==> src/common/router_config.svh <==
`ifndef ROUTER_CONFIG_SVH
`define ROUTER_CONFIG_SVH

// Input ports L, N, E, W, S
`define ROUTER_PORTS 5

// Full flit word
`define FLIT_W 16

// Flit type field at the top of every word
`define FLIT_ID_W 3

// Packet length, also the hold counter width
`define LEN_W 12

`endif

==> src/common/routerPkg.sv <==
`include "router_config.svh"

package routerPkg;

  // Flit type, only HEAD carries a length
  typedef enum logic [`FLIT_ID_W-1:0]
  {
    HEAD = 3'b001,
    BODY = 3'b010,
    TAIL = 3'b100
  } flitId_t;

  typedef struct packed
  {
    flitId_t                                  flitId;
    logic [`LEN_W-1:0]                        length;
    logic [`FLIT_W-`FLIT_ID_W-`LEN_W-1:0]     spare;
  } headerFlit_t;

  typedef struct packed
  {
    flitId_t                                  flitId;
    logic [`FLIT_W-`FLIT_ID_W-1:0]            data;
  } bodyFlit_t;

  // Same word, read as header or as body
  typedef union packed
  {
    headerFlit_t header;
    bodyFlit_t   body;
  } flitWord_t;

  // One input port
  typedef struct packed
  {
    logic      req;
    logic      valid;
    flitWord_t flit;
  } inPort_t;

  // One-hot, port bits above the idle bit
  typedef enum logic [`ROUTER_PORTS:0]
  {
    ST_IDLE = 6'b000001,
    ST_L    = 6'b000010,
    ST_N    = 6'b000100,
    ST_E    = 6'b001000,
    ST_W    = 6'b010000,
    ST_S    = 6'b100000
  } arbState_t;

endpackage

==> src/arbiter/holdTimer.sv <==
`timescale 1ns/100ps
`include "router_config.svh"

module holdTimer
  import routerPkg::*;
(
  input  logic    clk,
  input  logic    rst,
  input  inPort_t inPort,
  input  logic    runTimer,
  output logic    timesUp
);

  logic [`LEN_W-1:0] limit;
  logic [`LEN_W-1:0] count;
  headerFlit_t       header;

  assign header = inPort.flit.header; // Header view of the word

  always_ff @(posedge clk)
  begin
    if (rst)
    begin
      limit <= '0;
      count <= '0;
    end
    else
    begin
      if (inPort.valid && (header.flitId == HEAD))
      begin
        limit <= header.length; // Latest header sets the limit
      end
      if (runTimer)
      begin
        count <= count + 1'b1;
      end
      else
      begin
        count <= '0; // Restart on every new grant
      end
    end
  end

  assign timesUp = (count == limit);

endmodule

==> src/arbiter/portArbiter.sv <==
`timescale 1ns/100ps
`include "router_config.svh"

module portArbiter
  import routerPkg::*;
(
  input  logic                     clk,
  input  logic                     rst,
  input  inPort_t                  inPorts [`ROUTER_PORTS],
  output logic [`ROUTER_PORTS-1:0] grant
);

  arbState_t                state;
  arbState_t                nextState;
  logic [`ROUTER_PORTS-1:0] reqs;
  logic [`ROUTER_PORTS-1:0] runTimer;
  logic [`ROUTER_PORTS-1:0] timesUp;
  int                       curPort;

  // First requester among span ports, starting at index start and wrapping
  function automatic arbState_t pickFrom
  (
    input logic [`ROUTER_PORTS-1:0] req,
    input int                       start,
    input int                       span
  );
    arbState_t             pick;
    logic [`ROUTER_PORTS:0] oneHot;
    logic                  found;
    int                    idx;
    pick  = ST_IDLE;
    found = 1'b0;
    for (int k = 0; k < `ROUTER_PORTS; k++)
    begin
      idx = start + k;
      if (idx >= `ROUTER_PORTS)
      begin
        idx = idx - `ROUTER_PORTS;
      end
      if ((k < span) && !found && req[idx])
      begin
        found       = 1'b1;
        oneHot      = '0;
        oneHot[idx+1] = 1'b1;
        pick        = arbState_t'(oneHot);
      end
    end
    return pick;
  endfunction

  always_comb
  begin
    for (int i = 0; i < `ROUTER_PORTS; i++)
    begin
      reqs[i] = inPorts[i].req;
    end
  end

  for (genvar i = 0; i < `ROUTER_PORTS; i++)
  begin : genTimer
    holdTimer holdTimer_inst
    (
      .clk      (clk),
      .rst      (rst),
      .inPort   (inPorts[i]),
      .runTimer (runTimer[i]),
      .timesUp  (timesUp[i])
    );
  end

  always_ff @(posedge clk)
  begin
    if (rst)
    begin
      state <= ST_IDLE;
    end
    else
    begin
      state <= nextState;
    end
  end

  // Port index of the current holder
  always_comb
  begin
    case (state)
      ST_L:    curPort = 0;
      ST_N:    curPort = 1;
      ST_E:    curPort = 2;
      ST_W:    curPort = 3;
      ST_S:    curPort = 4;
      default: curPort = 0;
    endcase
  end

  always_comb
  begin
    nextState = ST_IDLE;
    runTimer  = '0;
    case (state)
      ST_IDLE:
      begin
        nextState = pickFrom(reqs, 0, `ROUTER_PORTS); // Fixed order L first
      end
      ST_L, ST_N, ST_E, ST_W, ST_S:
      begin
        if (reqs[curPort] && !timesUp[curPort])
        begin
          nextState         = state; // Keep holding
          runTimer[curPort] = 1'b1;
        end
        else
        begin
          // Rotate past the holder, which is left out
          nextState = pickFrom(reqs, curPort + 1, `ROUTER_PORTS - 1);
        end
      end
      default:
      begin
        nextState = ST_IDLE;
      end
    endcase
  end

  assign grant = state[`ROUTER_PORTS:1];

endmodule

==> src/source/flitCrossbar.sv <==
`timescale 1ns/100ps
`include "router_config.svh"

module flitCrossbar
  import routerPkg::*;
(
  input  logic                     clk,
  input  logic                     rst,
  input  inPort_t                  inPorts [`ROUTER_PORTS],
  input  logic [`ROUTER_PORTS-1:0] grant,
  output flitWord_t                outFlit,
  output logic                     outValid
);

  logic [`FLIT_W-1:0] selFlit;
  logic               selValid;

  // Grant is one-hot or zero, so an OR of masked inputs selects
  always_comb
  begin
    selFlit  = '0;
    selValid = 1'b0;
    for (int i = 0; i < `ROUTER_PORTS; i++)
    begin
      if (grant[i])
      begin
        selFlit  = selFlit | inPorts[i].flit;
        selValid = selValid | inPorts[i].valid;
      end
    end
  end

  always_ff @(posedge clk)
  begin
    if (rst)
    begin
      outFlit  <= '0;
      outValid <= 1'b0;
    end
    else
    begin
      outFlit  <= flitWord_t'(selFlit);
      outValid <= selValid; // Low on a zero grant
    end
  end

endmodule

==> src/source/routerOutputPort.sv <==
`timescale 1ns/100ps
`include "router_config.svh"

module routerOutputPort
  import routerPkg::*;
(
  input  logic                     clk,
  input  logic                     rst,
  input  inPort_t                  inPorts [`ROUTER_PORTS],
  output logic [`ROUTER_PORTS-1:0] grant,
  output flitWord_t                outFlit,
  output logic                     outValid
);

  // Arbiter output also steers the crossbar
  portArbiter portArbiter_inst
  (
    .clk     (clk),
    .rst     (rst),
    .inPorts (inPorts),
    .grant   (grant)
  );

  flitCrossbar flitCrossbar_inst
  (
    .clk      (clk),
    .rst      (rst),
    .inPorts  (inPorts),
    .grant    (grant),
    .outFlit  (outFlit),
    .outValid (outValid)
  );

endmodule

==> config.mk <==
export PLATFORM = sky130hd
export DESIGN_NAME = routerOutputPort
export DESIGN_NICKNAME = d
export VERILOG_FILES = /design/src/common/routerPkg.sv /design/src/arbiter/holdTimer.sv /design/src/arbiter/portArbiter.sv /design/src/source/flitCrossbar.sv /design/src/source/routerOutputPort.sv
export VERILOG_INCLUDE_DIRS = /design/src /design/src/common
export SDC_FILE = /design/constraint.sdc
export NUM_CORES = 1
export LEC_CHECK = 0
export BUFFER_PORTS_ARGS = -buffer_cell sky130_fd_sc_hd__buf_2
export CORE_UTILIZATION = 50
export DETAILED_ROUTE_END_ITERATION = 7
export PLACE_DENSITY_LB_ADDON = 0.1
export SYNTH_ARGS = -nofsm -noshare
export SYNTH_HDL_FRONTEND = slang
export SYNTH_SLANG_ARGS = --single-unit
==> constraint.sdc <==
create_clock -name clk -period 7.2 [get_ports clk]
set_input_delay 1.08 -clock clk [delete_from_list [all_inputs] [get_ports clk]]
set_output_delay 1.08 -clock clk [all_outputs]
set_load 0.02 [all_outputs]
Word-level counts from Yosys, hierarchy flattened --
Index checks and enable logic that the tools add are counted.
Word-level totals: memory bits (writable) 0, bits in read-only memories 0, register bits after elaboration 143, bits in latches 0, memories kept 0, input port bits 92, output and inout bits 22, word-level logic and storage cells 191
Operators by class: add/subtract/negate cells 17, divide/modulo/power cells 0, reduce and logical (&&, ||, !) cells 32, multipliers 0, equality and inequality tests 17, order comparisons 18, bitwise gates (word level) 13, muxes and demuxes 81, shift-type cells 0
Operators by type and width (number):
- $mux W32 | 12
- $lt A32 B5 Y1 const B | 8
- $add A32 B2 Y32 const B | 5
- $ge A32 B1 Y1 const B | 4
- $ge A32 B4 Y1 const B | 4
- $sub A32 B4 Y32 const B | 4
- $mux W16 | 5
- $add A32 B3 Y32 const B | 2
- $or A16 B16 Y16 | 4
- $add A12 B1 Y12 const B | 5
- $eq A12 B12 Y1 | 5
- $mux W6 | 9
- $mux W1 | 39
- $bmux W1 S3 | 6
- $logic_and A1 B1 Y1 | 18
- $demux W1 S3 | 5
- $eq A3 B1 Y1 const B | 5
- $pmux W3 S4 | 1
- $pmux W6 S2 | 1
- $mux W5 | 2
- $reduce_or A2 Y1 | 5
- $logic_not A1 Y1 | 8
- $eq A6 B1 Y1 const B | 1
- $eq A6 B2 Y1 const B | 1
- other kinds (12) | 19

Depth between registers and ports, before layout --
word-level depth 30, depth in mapped cells 27, mapped depth without buffers 23

By module --
Synthesis repeated with hierarchy kept, for this count alone.
Second synthesis, totals: cell total of the unflattened synthesis 1058, area, all modules 8588.2 um^2
By module, submodules not included:
- holdTimer | area each 1079.8 um^2, instances 5, cells each 126, sequential area each 480.5 um^2
- portArbiter | area each 2379.8 um^2, instances 1, cells each 348, sequential area each 120.1 um^2
- flitCrossbar | area each 809.5 um^2, instances 1, cells each 80, sequential area each 340.3 um^2

Worst setup path after synthesis --
Ideal clock, no wire load.
path type register -> register, start point register portArbiter_inst.state[3], end point register portArbiter_inst.state[4], data required time 7.124 ns, slack 2.016 ns, path buffers 4, arrival 5.109 ns, cell stages (with the launch flop) 26, setup time 0.076 ns, period minus slack after synthesis 5.184 ns, path through dfxtp_1 > buf_2 > buf_1 > xor2_1 > nand2_1 > inv_1 > ha_1 > clkbuf_1 > inv_1 > nand3_1 > and2_1 > inv_1 > ha_1 > clkbuf_1 > or3b_2 > a211oi_2 > nor2_1 > inv_1 > ha_1 > nor3b_1 > nand4_1 > a211o_1 > nor4b_1 > nor3b_1 > a211oi_1 > o22ai_1
Between the ends: longest elaborated chain between the ends 28, elaborated cells on any way between the ends 98, classes of those cells add/sub: 12; order compare: 12; eq/ne: 7; mux: 54; reduce/logical: 13
Ends and longest elaborated chain:
- start, declared | line portArbiter.sv:13 | arbState_t state;
- start signal, assigned | line portArbiter.sv:79 | state <= nextState;
- parallel branches: the longest is 28 deep, another holds $add A32 B2 Y32
Parallel ways; which one is timed is not known. The select of a mux whose other input is x is not followed. A chain may end at the register's enable or synchronous reset.

Worst setup path after layout --
start point register portArbiter_inst.state[5], end point register portArbiter_inst.state[4]
Same word-level chain as after synthesis.

==> results.md <==
- Crit Path Class: register to register
- IO Port Bufs: 113
- Post-CTS setup buffer count: 0
- Setup TNS: 0 ps
- Total CTS buffers: 17
- Hold/Removal Path Class: register to register
- Comb pwr share: 24.3%
- Final period utilization: 83.7%
- Fmax: 0.166 GHz
- R2R depth: 22
- Critical path depth: 22
- Clk pwr share: 39.5%
- Final setup vio count: 0
- Mapped Cells: 1,023
- Post-Syn Area: 0.00813 mm²
- Post-layout util: 59.5%
- Initial antenna violation count: 1
- Number of distinct library cells after synthesis: 73
- Layout Nets: 1,228
- Final min period: 6020 ps
- CTS max path bufs: 2
- Worst Hold Slack: 466 ps
- Crit. End Element: register
- Main synth FF type: dfxtp_1
- Area post-placement: 0.00884 mm²
- Grt met2 use: 44.9%
- Clk pin slew, worst setup/hold paths: 60 ps
- Storage element area: 0.00286 mm²
- Grt met3 use: 4.25%
- Skew-Pair Late Insertion Delay: 430 ps
- First-pass GRT wire length: 37,400 µm
- Vias: 7,714
- Clock sinks: 143
- Avg Cell Area, Syn: 7.95 µm²
- Max_slew headroom: 16.2%
- Final Hold Fails: 0
- Sequential share of power: 36.2%
- I/O pin count: 114
- Crit path launch: portArbiter_inst.state[5]
- Largest net degree at the start of global routing: 90
- Worst endpoint required time: 7550 ps
- First drt pass iteration count: 6
- Filler Cells Inserted: 1,514
- Synth top area share: 35.2%
- Post-CTS Resized: 0
- P_leak: 3.77 nW
- Status: complete, no violations
- Gpl congestion: 0.979
- R2r endpoint: portArbiter_inst.state[4]
- H-tree depth: 4
- Pint: 1.55 mW
- RSZ-0062 raised after global routing: no
- Footprint of the multi-input gates: 0.00491 mm²
- Synthesis warning total: 0
- Most used cell, CP: ha_1
- Die Area: 0.0168 mm²
- DRC viols: 0
- Critical-path cell list: buf_4, nor4_4, nand2_2, clkinv_1, ha_1, o21ai_1, and2_1, ha_1, nor2_1, nor2_1, ha_1, a211oi_2, nor2_1, inv_1, ha_1, nor3b_1, nand4_1, a211o_1, nor4b_1, nor3b_1, a211oi_1, o22ai_1
- Vias per cell: 5.74
- Slowest library cell on the worst path: nor4_4
- Skew final: 9.79 ps
- Max-Cap Viols: 0
- Final ANT Viol Nets: 0
- Post-synth ARST share: 0%
- Core Area: 0.0159 mm²
- Reg-to-reg slack, setup: 1180 ps
- Final WS setup: 1180 ps
- Crit path capture: portArbiter_inst.state[4]
- Root buffer cell: clkbuf_16
- Number of global-route vias before repair: 6,838
- Gr busiest metal: met2
- Reg-to-Reg Start: portArbiter_inst.state[5]
- Sequential element share of the synthesized area: 35.2%
- Gr ovfl total: 0
- Largest delay share family, worst path: simple AND/OR/NAND/NOR gates
- Share of post-route cells with drive strength above 1: 15.5%
- Startpoint types: register
- Largest cells by area after synthesis: dfxtp_1 (35%), xor2_1 (7.9%), nand2_1 (7.4%)
- Std cell rows: 46
- Met1 usage: 41.7%
- Die Ht: 130 µm
- Chip width: 130 µm
- Synthesized flop and latch total: 143
- Post-synth EDFFs: 0
- Worst-margin pin slew: 1240 ps
- Worst vdd ir: 0.000208 V
- Wire per inst: 18.0 µm
- Final Routed Wirelength: 24,200 µm
- Synth-to-layout area growth: 16.3%
- CTS Hold Buffers Added: 0
- Worst path max stage delay: 540 ps
- HPWL after detailed placement: 18,400 µm
- NetSw: 0.755 mW
- CTS tree: yes
- Total global-route track usage: 29.3%
- CP max FO: 25
- Sw Ratio: 32.7%
- CP arrival: 6370 ps
- P per Cell Area: 244 mW/mm²
- Pins Over Slew Limit: 0
- Initial core utilization: 51.2%
- Worst slack at placement: 1330 ps
- Buffers & Inverters on Critical Path: 3
- Synth area leader: dfxtp_1
- Final Cell Area: 0.00945 mm²
- DRT iter0 DRCs: 701
-- worst min path at each step --
stage | startpoint | endpoint | slack [ps] | cells after the start
floorplan | register | register | 450 | 1
global placement | register | register | 460 | 2
detailed placement | register | register | 460 | 2
CTS | register | register | 470 | 2
global route | register | register | 490 | 2
finish | register | register | 470 | 2
-- layout make-up --
class                      count  share of cell area, %
timing repair buffer         127                   7.09
tap                          216                   2.86
antenna                        1                 0.0265
clock inverter                14                   1.83
multi-input combinational    791                   52.0
clock buffer                  18                   4.65
inverter                      33                   1.31
sequential                   143                   30.3
-- placed cells by master (no fill, tap or decap), types with 4 or more instances in the layout --
cell	n
a211oi_1	7
nor4bb_1	4
o31ai_1	5
xnor2_1	49
a31oi_1	5
inv_8	4
mux2i_1	4
buf_2	113
a211o_1	4
clkbuf_16	17
nor3b_1	5
nor3_1	12
inv_1	32
o21ai_0	21
or3_1	11
dfxtp_1	143
or2_2	4
nor4_1	16
nand4_1	14
a222oi_1	17
nand4bb_1	5
a21oi_1	99
buf_4	14
nor2b_1	6
a22oi_1	23
nor2_1	89
ha_1	23
o211ai_1	6
nand3_1	38
o21a_1	4
nand2_1	160
xor2_1	73
and3_1	20
clkinv_4	4
-- flip-flops by register name, indices dropped and copies added, names as in the netlist --
signal and cells:
flitCrossbar_inst.outValid 1, portArbiter_inst.genTimer.holdTimer_inst.limit 60, flitCrossbar_inst.outFlit 16, portArbiter_inst.state 6, portArbiter_inst.genTimer.holdTimer_inst.count 60
-- layer usage --
metal  part of all wire, %  wire length, µm  up-vias
li1                      -                -     3787
met1                    46            11200     3585
met2                    45            11000      308
met3                   6.4             1550       34
met4                   2.0              482        0
met5                     0                0        -
-- cells by family (layout without fill, tap and decap cells) --
group | Yosys count | count (layout) | synth area share (%)
and+or+nand+nor | 408 | 408 | 24.3
AOI/OAI and AO/OA | 229 | 229 | 18.4
DFF | 143 | 143 | 35.2
xor gates and xnor gates | 123 | 123 | 13.3
buffers and inverters | 91 | 192 | 4.55
adders and majority gates | 23 | 23 | 3.54
muxes | 5 | 5 | 0.631
other | 1 | 4 | 0.0461
-- worst register-to-register path, stage by stage (launching register included) --
cell	delay, ps
dfxtp_1	300
buf_4	220
nor4_4	540
nand2_2	330
clkinv_1	140
ha_1	350
o21ai_1	290
and2_1	250
ha_1	360
nor2_1	210
nor2_1	60
ha_1	270
a211oi_2	380
nor2_1	190
inv_1	130
ha_1	250
nor3b_1	200
nand4_1	120
a211o_1	300
nor4b_1	480
nor3b_1	320
a211oi_1	110
o22ai_1	160
-- stage by stage --
stage | total power, mW | cells
after global routing | 2.39 | 1343
after floorplan | 1.23 | 1025
after CTS | 2.31 | 1342
after detailed placement | 1.40 | 1310
final | 2.31 | 1343
after global placement | 1.40 | 1310
-- power groups by stage --
stage	sequential (mW)	combinational, mW	clock (mW)
after detailed placement	0.852	0.547	0
after global placement	0.851	0.552	0
after CTS	0.834	0.550	0.926
after global routing	0.837	0.601	0.957
final	0.835	0.561	0.912
after floorplan	0.867	0.362	0
-- cell usage after synthesis, types with 6 or more instances --
cell type	count
nor2_1	89
or3_1	11
o21ai_0	21
nand2_1	160
o211ai_1	6
xor2_1	73
nor2b_1	6
nand3_1	38
and3_1	20
inv_1	32
nor4_1	16
nor3_1	12
a21oi_1	99
ha_1	23
a222oi_1	17
dfxtp_1	143
clkbuf_1	41
nand4_1	14
a22oi_1	23
xnor2_1	49
a211oi_1	7
buf_2	7
No activity file was read; power rests on OpenSTA's default activity.
